[config.mk]
export PLATFORM = sky130hd
export DESIGN_NAME = mc_bridge_top
export DESIGN_NICKNAME = d
export VERILOG_FILES = /design/src/source/bridge_pkg.sv /design/src/source/slot_bus_if.sv /design/src/source/cmd_translator.sv /design/src/source/txn_slot.sv /design/src/source/resp_drain.sv /design/src/source/mc_bridge_top.sv
export VERILOG_INCLUDE_DIRS = /design/src /design/src/source
export SDC_FILE = /design/constraint.sdc
export NUM_CORES = 1
export LEC_CHECK = 0
export BUFFER_PORTS_ARGS = -buffer_cell sky130_fd_sc_hd__buf_2
export CORE_UTILIZATION = 49
export CTS_CLUSTER_SIZE = 25
export DETAILED_ROUTE_END_ITERATION = 16
export PLACE_DENSITY_LB_ADDON = 0.15
export SLEW_MARGIN = 0
export SYNTH_ARGS = -nofsm -noshare
export SYNTH_HDL_FRONTEND = slang
export SYNTH_SLANG_ARGS = --single-unit
export TNS_END_PERCENT = 100
[constraint.sdc]
create_clock -name clk_i -period 2.42 [get_ports clk_i]
set_input_delay 0 -clock clk_i [delete_from_list [all_inputs] [get_ports clk_i]]
set_output_delay 0 -clock clk_i [all_outputs]
set_load 0.02 [all_outputs]
[src/source/bridge_consts.svh]
`ifndef BRIDGE_CONSTS_SVH
`define BRIDGE_CONSTS_SVH

//////////////////////////////////////////////////
// widths
//////////////////////////////////////////////////
`define BR_PADDR_W    32
`define BR_DATA_W     32
`define BR_MASK_W     4
`define BR_EPA_W      18
`define BR_X_W        6
`define BR_Y_W        4

// transaction slots, id width must cover the count
`define BR_SLOTS      4
`define BR_ID_W       2

//////////////////////////////////////////////////
// address map
//////////////////////////////////////////////////
// top two address bits pick the target
`define BR_TGT_TILE   2'b11
`define BR_TGT_VCACHE 2'b10

// field positions inside the command address
`define BR_EPA_LSB    2
`define BR_X_LSB      20
`define BR_POD_LSB    26

`endif

[src/source/bridge_pkg.sv]
`include "bridge_consts.svh"

package bridge_pkg;

  // host command kinds
  typedef enum logic [1:0]
  {
    e_cmd_read   = 2'd0,
    e_cmd_write  = 2'd1,
    e_cmd_atomic = 2'd2
  } cmd_type_e;

  // atomic subops on the host side
  typedef enum logic [1:0]
  {
    e_amo_add  = 2'd0,
    e_amo_or   = 2'd1,
    e_amo_swap = 2'd2
  } amo_op_e;

  typedef enum logic [1:0]
  {
    e_size_1 = 2'd0,
    e_size_2 = 2'd1,
    e_size_4 = 2'd2
  } msg_size_e;

  // network packet ops
  typedef enum logic [2:0]
  {
    e_remote_load    = 3'd0,
    e_remote_store   = 3'd1,
    e_remote_amoadd  = 3'd2,
    e_remote_amoor   = 3'd3,
    e_remote_amoswap = 3'd4
  } mc_op_e;

  typedef struct packed
  {
    logic       is_byte;
    logic       is_hex;
    logic [1:0] part_sel;
  } load_info_s;

  // what a slot keeps to rebuild the response
  typedef struct packed
  {
    cmd_type_e               cmd_type;
    msg_size_e               size;
    logic [`BR_PADDR_W-1:0]  addr;
  } slot_hdr_s;

endpackage

[src/source/slot_bus_if.sv]
`timescale 1ns/10ps
`include "bridge_consts.svh"

interface slot_bus_if
  import bridge_pkg::*;
();

  // allocation from the translator
  logic                                   alloc_v;
  logic [`BR_ID_W-1:0]                    alloc_id;
  slot_hdr_s                              alloc_hdr;

  // per slot state, one entry per slot
  logic [`BR_SLOTS-1:0]                   busy;
  logic [`BR_SLOTS-1:0]                   done;
  slot_hdr_s [`BR_SLOTS-1:0]              hdr;
  logic [`BR_SLOTS-1:0][`BR_DATA_W-1:0]   data;

  // returns and frees from the drain
  logic                                   ret_v;
  logic [`BR_ID_W-1:0]                    ret_id;
  logic [`BR_DATA_W-1:0]                  ret_data;
  logic                                   free_v;
  logic [`BR_ID_W-1:0]                    free_id;

  modport feed (output alloc_v, alloc_id, alloc_hdr, input busy);

  modport slot (input alloc_v, alloc_id, alloc_hdr,
                input ret_v, ret_id, ret_data,
                input free_v, free_id,
                output busy, done, hdr, data);

  modport drain (output ret_v, ret_id, ret_data, free_v, free_id,
                 input done, hdr, data);

endinterface

[src/source/cmd_translator.sv]
`timescale 1ns/10ps
`include "bridge_consts.svh"

module cmd_translator
  import bridge_pkg::*;
(
  input  logic                    clk_i,
  input  logic                    rst_n_i,

  input  logic                    cmd_v_i,
  output logic                    cmd_ready_o,
  input  cmd_type_e               cmd_type_i,
  input  amo_op_e                 cmd_amo_i,
  input  msg_size_e               cmd_size_i,
  input  logic [`BR_PADDR_W-1:0]  cmd_addr_i,
  input  logic [`BR_DATA_W-1:0]   cmd_data_i,

  output logic                    req_v_o,
  input  logic                    req_ready_i,
  output logic [`BR_X_W-1:0]      req_x_o,
  output logic [`BR_Y_W-1:0]      req_y_o,
  output logic [`BR_EPA_W-1:0]    req_addr_o,
  output mc_op_e                  req_op_o,
  output logic [`BR_DATA_W-1:0]   req_data_o,
  output logic [`BR_MASK_W-1:0]   req_mask_o,
  output load_info_s              req_load_info_o,
  output logic [`BR_ID_W-1:0]     req_reg_id_o,

  input  logic [`BR_X_W-1:0]      my_x_i,
  input  logic [`BR_Y_W-1:0]      my_y_i,

  slot_bus_if.feed                bus
);

  localparam int POD_W = `BR_Y_W - 1;
  localparam logic [`BR_ID_W-1:0] LAST_ID = `BR_ID_W'(`BR_SLOTS - 1);

  logic [`BR_ID_W-1:0]    alloc_ptr_q;
  logic                   tail_free;
  logic                   cmd_take;
  logic [1:0]             tgt;
  logic [1:0]             low_bits;
  logic [POD_W-1:0]       vc_pod;
  logic [`BR_MASK_W-1:0]  store_mask;

  //////////////////////////////////////////////////
  // address decode
  //////////////////////////////////////////////////
  assign tgt      = cmd_addr_i[`BR_PADDR_W-1 -: 2];
  assign low_bits = cmd_addr_i[1:0];

  // vcache rows sit on even pods
  assign vc_pod = {cmd_addr_i[`BR_POD_LSB +: POD_W-1], 1'b0};

  always_comb
    begin
      if (tgt == `BR_TGT_TILE)
        begin
          req_addr_o = cmd_addr_i[`BR_EPA_LSB +: `BR_EPA_W];
          req_x_o    = cmd_addr_i[`BR_X_LSB +: `BR_X_W];
          req_y_o    = cmd_addr_i[`BR_X_LSB + `BR_X_W +: `BR_Y_W];
        end
      else if (tgt == `BR_TGT_VCACHE)
        begin
          req_addr_o = cmd_addr_i[`BR_EPA_LSB +: `BR_EPA_W];
          req_x_o    = cmd_addr_i[`BR_X_LSB +: `BR_X_W];
          req_y_o    = {vc_pod, (vc_pod == '0)};
        end
      else
        begin
          // host link sits one row above
          req_addr_o = cmd_addr_i[`BR_EPA_W-1:0];
          req_x_o    = '0;
          req_y_o    = my_y_i - 1'b1;
        end
    end

  //////////////////////////////////////////////////
  // packet build
  //////////////////////////////////////////////////
  always_comb
    begin
      case (cmd_size_i)
        e_size_1: store_mask = `BR_MASK_W'('h1) << low_bits;
        e_size_2: store_mask = `BR_MASK_W'('h3) << low_bits;
        default:  store_mask = `BR_MASK_W'('hf) << low_bits;
      endcase
    end

  always_comb
    begin
      req_op_o        = e_remote_load;
      req_data_o      = '0;
      req_mask_o      = '0;
      req_load_info_o = '0;
      case (cmd_type_i)
        e_cmd_write:
          begin
            req_op_o   = e_remote_store;
            req_data_o = cmd_data_i;
            req_mask_o = store_mask;
          end
        e_cmd_atomic:
          begin
            req_data_o = cmd_data_i;
            req_mask_o = '1;
            case (cmd_amo_i)
              e_amo_add: req_op_o = e_remote_amoadd;
              e_amo_or:  req_op_o = e_remote_amoor;
              default:   req_op_o = e_remote_amoswap;
            endcase
          end
        default:
          begin
            req_load_info_o.is_byte  = (cmd_size_i == e_size_1);
            req_load_info_o.is_hex   = (cmd_size_i == e_size_2);
            req_load_info_o.part_sel = low_bits;
          end
      endcase
    end

  //////////////////////////////////////////////////
  // slot allocation
  //////////////////////////////////////////////////
  assign tail_free    = ~bus.busy[alloc_ptr_q];
  assign cmd_ready_o  = tail_free & req_ready_i;
  assign req_v_o      = cmd_v_i & tail_free;
  assign cmd_take     = cmd_v_i & cmd_ready_o;
  assign req_reg_id_o = alloc_ptr_q;

  assign bus.alloc_v   = cmd_take;
  assign bus.alloc_id  = alloc_ptr_q;
  assign bus.alloc_hdr = '{cmd_type: cmd_type_i, size: cmd_size_i, addr: cmd_addr_i};

  always_ff @(posedge clk_i or negedge rst_n_i)
    begin
      if (!rst_n_i)
        begin
          alloc_ptr_q <= '0;
        end
      else if (cmd_take)
        begin
          alloc_ptr_q <= (alloc_ptr_q == LAST_ID) ? '0 : alloc_ptr_q + 1'b1;
        end
    end

  // no incoming request path here, a packet aimed at this node would never drain
  a_not_self: assert property (@(posedge clk_i) disable iff (!rst_n_i)
    cmd_take |-> !((req_x_o == my_x_i) && (req_y_o == my_y_i)));

endmodule

[src/source/txn_slot.sv]
`timescale 1ns/10ps
`include "bridge_consts.svh"

module txn_slot
  import bridge_pkg::*;
#(
  parameter int SLOT_IDX = 0
)
(
  input  logic      clk_i,
  input  logic      rst_n_i,
  slot_bus_if.slot  bus
);

  localparam logic [`BR_ID_W-1:0] MY_ID = `BR_ID_W'(SLOT_IDX);

  logic                   busy_q;
  logic                   done_q;
  slot_hdr_s              hdr_q;
  logic [`BR_DATA_W-1:0]  data_q;
  logic                   alloc_hit;
  logic                   ret_hit;
  logic                   free_hit;

  assign alloc_hit = bus.alloc_v & (bus.alloc_id == MY_ID);
  assign ret_hit   = bus.ret_v & (bus.ret_id == MY_ID);
  assign free_hit  = bus.free_v & (bus.free_id == MY_ID);

  // busy from allocation to free, done from return to free
  always_ff @(posedge clk_i or negedge rst_n_i)
    begin
      if (!rst_n_i)
        begin
          busy_q <= 1'b0;
          done_q <= 1'b0;
        end
      else
        begin
          if (alloc_hit)
            busy_q <= 1'b1;
          else if (free_hit)
            busy_q <= 1'b0;
          if (ret_hit)
            done_q <= 1'b1;
          else if (free_hit)
            done_q <= 1'b0;
        end
    end

  always_ff @(posedge clk_i)
    begin
      if (alloc_hit)
        hdr_q <= bus.alloc_hdr;
      if (ret_hit)
        data_q <= bus.ret_data;
    end

  assign bus.busy[SLOT_IDX] = busy_q;
  assign bus.done[SLOT_IDX] = done_q;
  assign bus.hdr[SLOT_IDX]  = hdr_q;
  assign bus.data[SLOT_IDX] = data_q;

  a_alloc_free: assert property (@(posedge clk_i) disable iff (!rst_n_i)
    alloc_hit |-> !busy_q);

  // One return per request, and only while it is outstanding.
  a_ret_live: assert property (@(posedge clk_i) disable iff (!rst_n_i)
    ret_hit |-> busy_q && !done_q);

endmodule

[src/source/resp_drain.sv]
`timescale 1ns/10ps
`include "bridge_consts.svh"

module resp_drain
  import bridge_pkg::*;
(
  input  logic                    clk_i,
  input  logic                    rst_n_i,

  input  logic                    ret_v_i,
  input  logic [`BR_ID_W-1:0]     ret_reg_id_i,
  input  logic [`BR_DATA_W-1:0]   ret_data_i,

  output logic                    resp_v_o,
  input  logic                    resp_ready_i,
  output cmd_type_e               resp_type_o,
  output msg_size_e               resp_size_o,
  output logic [`BR_PADDR_W-1:0]  resp_addr_o,
  output logic [`BR_DATA_W-1:0]   resp_data_o,

  slot_bus_if.drain               bus
);

  localparam logic [`BR_ID_W-1:0] LAST_ID = `BR_ID_W'(`BR_SLOTS - 1);

  logic [`BR_ID_W-1:0]    drain_ptr_q;
  logic                   resp_take;
  slot_hdr_s              head_hdr;
  logic [`BR_DATA_W-1:0]  head_data;

  // returns are never stalled, the slot was reserved at allocation
  assign bus.ret_v    = ret_v_i;
  assign bus.ret_id   = ret_reg_id_i;
  assign bus.ret_data = ret_data_i;

  //////////////////////////////////////////////////
  // in order drain
  //////////////////////////////////////////////////
  assign head_hdr  = bus.hdr[drain_ptr_q];
  assign head_data = bus.data[drain_ptr_q];
  assign resp_v_o  = bus.done[drain_ptr_q];
  assign resp_take = resp_v_o & resp_ready_i;

  assign bus.free_v  = resp_take;
  assign bus.free_id = drain_ptr_q;

  always_ff @(posedge clk_i or negedge rst_n_i)
    begin
      if (!rst_n_i)
        begin
          drain_ptr_q <= '0;
        end
      else if (resp_take)
        begin
          drain_ptr_q <= (drain_ptr_q == LAST_ID) ? '0 : drain_ptr_q + 1'b1;
        end
    end

  assign resp_type_o = head_hdr.cmd_type;
  assign resp_size_o = head_hdr.size;
  assign resp_addr_o = head_hdr.addr;

  // narrow loads come back in the low lanes
  always_comb
    begin
      case (head_hdr.cmd_type)
        e_cmd_read:
          begin
            case (head_hdr.size)
              e_size_1: resp_data_o = {(`BR_DATA_W/8){head_data[7:0]}};
              e_size_2: resp_data_o = {(`BR_DATA_W/16){head_data[15:0]}};
              default:  resp_data_o = head_data;
            endcase
          end
        e_cmd_write: resp_data_o = '0;
        default:     resp_data_o = head_data;
      endcase
    end

  a_resp_hold: assert property (@(posedge clk_i) disable iff (!rst_n_i)
    resp_v_o && !resp_ready_i |=> resp_v_o && $stable(resp_type_o) && $stable(resp_size_o)
      && $stable(resp_addr_o) && $stable(resp_data_o));

endmodule

[src/source/mc_bridge_top.sv]
`timescale 1ns/10ps
`include "bridge_consts.svh"

module mc_bridge_top
  import bridge_pkg::*;
(
  input  logic                    clk_i,
  input  logic                    rst_n_i,

  // host command port
  input  logic                    cmd_v_i,
  output logic                    cmd_ready_o,
  input  cmd_type_e               cmd_type_i,
  input  amo_op_e                 cmd_amo_i,
  input  msg_size_e               cmd_size_i,
  input  logic [`BR_PADDR_W-1:0]  cmd_addr_i,
  input  logic [`BR_DATA_W-1:0]   cmd_data_i,

  // network request
  output logic                    req_v_o,
  input  logic                    req_ready_i,
  output logic [`BR_X_W-1:0]      req_x_o,
  output logic [`BR_Y_W-1:0]      req_y_o,
  output logic [`BR_EPA_W-1:0]    req_addr_o,
  output mc_op_e                  req_op_o,
  output logic [`BR_DATA_W-1:0]   req_data_o,
  output logic [`BR_MASK_W-1:0]   req_mask_o,
  output load_info_s              req_load_info_o,
  output logic [`BR_ID_W-1:0]     req_reg_id_o,

  // network return, always accepted
  input  logic                    ret_v_i,
  input  logic [`BR_ID_W-1:0]     ret_reg_id_i,
  input  logic [`BR_DATA_W-1:0]   ret_data_i,

  // host response port
  output logic                    resp_v_o,
  input  logic                    resp_ready_i,
  output cmd_type_e               resp_type_o,
  output msg_size_e               resp_size_o,
  output logic [`BR_PADDR_W-1:0]  resp_addr_o,
  output logic [`BR_DATA_W-1:0]   resp_data_o,

  input  logic [`BR_X_W-1:0]      my_x_i,
  input  logic [`BR_Y_W-1:0]      my_y_i
);

  slot_bus_if bus ();

  cmd_translator u_translator
  (
    .clk_i           (clk_i),
    .rst_n_i         (rst_n_i),
    .cmd_v_i         (cmd_v_i),
    .cmd_ready_o     (cmd_ready_o),
    .cmd_type_i      (cmd_type_i),
    .cmd_amo_i       (cmd_amo_i),
    .cmd_size_i      (cmd_size_i),
    .cmd_addr_i      (cmd_addr_i),
    .cmd_data_i      (cmd_data_i),
    .req_v_o         (req_v_o),
    .req_ready_i     (req_ready_i),
    .req_x_o         (req_x_o),
    .req_y_o         (req_y_o),
    .req_addr_o      (req_addr_o),
    .req_op_o        (req_op_o),
    .req_data_o      (req_data_o),
    .req_mask_o      (req_mask_o),
    .req_load_info_o (req_load_info_o),
    .req_reg_id_o    (req_reg_id_o),
    .my_x_i          (my_x_i),
    .my_y_i          (my_y_i),
    .bus             (bus)
  );

  //////////////////////////////////////////////////
  // transaction slots, one per reg id
  //////////////////////////////////////////////////
  for (genvar i = 0; i < `BR_SLOTS; i++)
    begin : g_slot
      txn_slot #(.SLOT_IDX(i)) u_slot
      (
        .clk_i   (clk_i),
        .rst_n_i (rst_n_i),
        .bus     (bus)
      );
    end

  resp_drain u_drain
  (
    .clk_i        (clk_i),
    .rst_n_i      (rst_n_i),
    .ret_v_i      (ret_v_i),
    .ret_reg_id_i (ret_reg_id_i),
    .ret_data_i   (ret_data_i),
    .resp_v_o     (resp_v_o),
    .resp_ready_i (resp_ready_i),
    .resp_type_o  (resp_type_o),
    .resp_size_o  (resp_size_o),
    .resp_addr_o  (resp_addr_o),
    .resp_data_o  (resp_data_o),
    .bus          (bus)
  );

endmodule

==> flow_metrics.tcl <==
set metrics [dict create \
    outcome "finished with violations" \
    failed_checks "negative setup slack" \
    final_cells 1302 \
    wirelength_mm 25.62 \
    whs_ns 0.02204 \
    synth_adder_area_share 0.01183 \
    min_path_cells 3 \
    drc 0 \
    design_area_mm2 0.01553 \
    dp_cells 1164 \
    utilization 0.6638 \
    internal_power_mw 11.64 \
    pwr-share-comb 0.418 \
    path_class "register to primary output" \
    cts_tree "done" \
    place_ws_ns 0.2373 \
    cpPeakStageDelay_ns 0.59 \
    globalplace.congestion 0.7784 \
    yosys.area_share.simple 0.04818 \
    crit_required_ns 2.42 \
    drv_slew 0 \
    grt_max_degree 40 \
    h-tree-depth 1 \
    synth_xor_area_frac 0.001506 \
    met2_wirelength_mm 13.01 \
    initial_core_util 0.4971 \
    period_minus_slack_ns 2.549 \
    via_per_inst 5.288 \
    routedWlPerCell_um 19.68 \
    synth_top_family_by_area "multiplexers" \
    post-route-period-util 1.053 \
    crit_path_end_kind "primary output" \
    worstMarginPinSlew_ns 0.7348 \
    fin_ws_ns -0.1289 \
    p_sw_frac 0.3317 \
    place_area_mm2 0.01343 \
    dp_hpwl_mm 15.62 \
    first_global_vias 7225 \
    regArea_mm2 0.008476 \
    syn-cell-area_mm2 0.01163 \
    io_buffers 257 \
    critPathLaunchType "register" \
    via_count 6885 \
    drt_iter0_drc 444 \
    peakVddDrop_mv 0.8174 \
    ys_warn_count 0 \
    die_y_um 156.1 \
    synth_largest_area_cell "edfxtp_1" \
    p_leak_nw 5.898 \
    avgSynthCellArea_um2 19.55 \
    rr_worst_depth 4 \
    cts.clk_slew.worst_paths_ns 0.06 \
    synth_cells 595 \
    yosysSeqAreaShare 0.7279 \
    top_layer "met4" \
    track_usage 0.2137 \
    slowest_stage "mux4_2" \
    fin_skew_ns 0.01887 \
    drt-met1-wl_mm 10.48 \
    antennaDiodeCount 0 \
    power_density_mw_per_mm2 1121 \
    synthMuxAreaShare 0.1643 \
    relSlewSlack 0.5101 \
    io_pins 264 \
    power_mw 17.41 \
    worstPathCellList "mux4_2, or3_4, nor2_8, a22o_1, buf_6" \
    arrival_ns 2.55 \
    synth_compound_area_frac 0.02635 \
    cts_sinks 284 \
    fmax_mhz 392.3 \
    first_pass_iters 4 \
    cts_buffers 29 \
    drive_above_1_share 0.4619 \
    syn_to_final_growth_pct 33.53 \
    r2r_slack_ns 0.22 \
    cap_violations 0 \
    switchingPower_mw 5.775 \
    synth.net_count 726 \
    cts_root_buf "clkbuf_16" \
    final_nets 1093 \
    clockBufferDepth 3 \
    synth.area.top_cells "edfxtp_1 70%, mux4_2 14%, dfrtp_1 2.6%" \
    ys_types 35 \
    multi_input_comb_area_mm2 0.003139 \
    finalSetupViolCount 24 \
    die_w_um 156.1 \
    tns_ns -1.446 \
    ant_nets 0 \
    synth_top_area_share 0.7021 \
    met3WireLength_mm 1.686 \
    ys_ff_latch 284 \
    die_area_mm2 0.02436 \
    crit_fanout 8 \
    grt.overflow.total 0 \
    core_mm2 0.02340 \
    clk_latency_ns 0.53 \
    power_frac_seq 0.349 \
    rsz0062_at_grt "true" \
    rows 56 \
    fillers 1653 \
    clkPwrFrac 0.233 \
    hold_viol 0 \
    grt_pass1_wl_mm 39.14 \
    grt_antenna_before_repair 0 \
    holdCritPathClass "input pin to register" \
]
==> flip-flops by register name (all words and copies together) (netlist names) <==
signal	count
g_slot.u_slot.bus.hdr	144
g_slot.u_slot.busy_q	4
g_slot.u_slot.data_q	128
g_slot.u_slot.done_q	4
u_drain.bus.free_id	2
u_translator.bus.alloc_id	2
==> worst max-delay path: cells and delay by family, from the launching register on <==
family / cells / cell delay [ns]
flops: 1 / 0.48
buf+inv: 1 / 0.13
compound gates: 1 / 0.20
mux: 1 / 0.59
simple gates: 2 / 0.63
==> worst paths after layout <==
check	from	to
min	ret_v_i	g_slot[2].u_slot.data_q[19]
max reg2reg	u_translator.bus.alloc_id[0]	g_slot[1].u_slot.bus.hdr[70]
min in group asynchronous	rst_n_i	u_translator.bus.alloc_id[0]
max in group asynchronous	rst_n_i	u_drain.bus.free_id[0]
min reg2reg	g_slot[2].u_slot.done_q	g_slot[2].u_slot.done_q
max	u_drain.bus.free_id[0]	resp_data_o[15]
==> layout make-up <==
class                   count  area share
clock buffers              41     0.05155
clock inverters            11    0.004752
inverters                  26    0.006282
multi-input cells         258      0.2021
flip-flops and latches    284      0.5456
well taps                 319     0.02569
repair buffers            363      0.1641
==> power by group through the flow <==
stage / clock [mW] / combinational [mW] / sequential, mW
detailed placement: 0 / 5.91 / 6.18
floorplan: 0 / 4.05 / 6.11
global placement: 0 / 5.82 / 6.14
finish: 4.06 / 7.28 / 6.07
CTS: 4.15 / 6.68 / 6.08
global route: 4.35 / 7.75 / 6.12
==> cells in the final DEF (no fill, tap or decap), types with 6 or more instances in the layout <==
cell and instances:
nor2b_1 34, inv_1 26, edfxtp_1 272, buf_6 23, ha_1 11, mux4_2 70
buf_12 6, nand2_1 14, dfrtp_1 10, clkbuf_1 9, and2_1 18, buf_4 26
nor2_1 8, dlygate4sd3_1 72, mux2_2 20, clkbuf_16 29, a21o_1 8, a22o_1 8
buf_2 233
==> synth_stat cells <==
cell      count
xor2_1        2
a22o_1        8
nor2_1        9
a21o_1        8
and3b_1       2
a21oi_1       4
a211oi_1      1
ha_1         11
edfxtp_1    272
and3_1        5
mux4_2       70
nand2b_1      3
and2_1       18
nor2b_1      34
o22ai_1       8
buf_1         5
inv_1        26
a211o_1       1
mux2_2       20
clkbuf_1      8
buf_6         2
buf_4         1
nor3b_1       2
o21ai_0      12
buf_2        11
nor2_8        1
o31ai_1       2
nand2_1      18
o21bai_1      1
dfrtp_1      12
nand3_1       1
o21a_1        1
or3_1         1
mux2i_1      11
nor3_1        4
==> timing repair <==
item | 4_1_cts | 5_1_grt
hold buffers | 72 | 0
pin swaps | 6 | 6
cloned | 2 | 0
buffers inserted | 10 | 2
gates resized for setup | 39 | 56
hold endpoints to repair | 301 | 0
setup endpoints to repair | 27 | 24
==> per-layer routing <==
layer,GRT usage,vias to the layer above
li1,-,3115
met1,0.2686,3508
met2,0.3773,227
met3,0.04889,35
met4,0.04809,0
met5,0,-
==> cells by family after synthesis <==
kind of cell,after synthesis
buffers and inverters,53
muxes,101
AOI/OAI and AO/OA,46
xor gates and xnor gates,2
DFF,284
adders and majority gates,11
and+or+nand+nor,98
No activity file was read; power rests on OpenSTA's default activity.
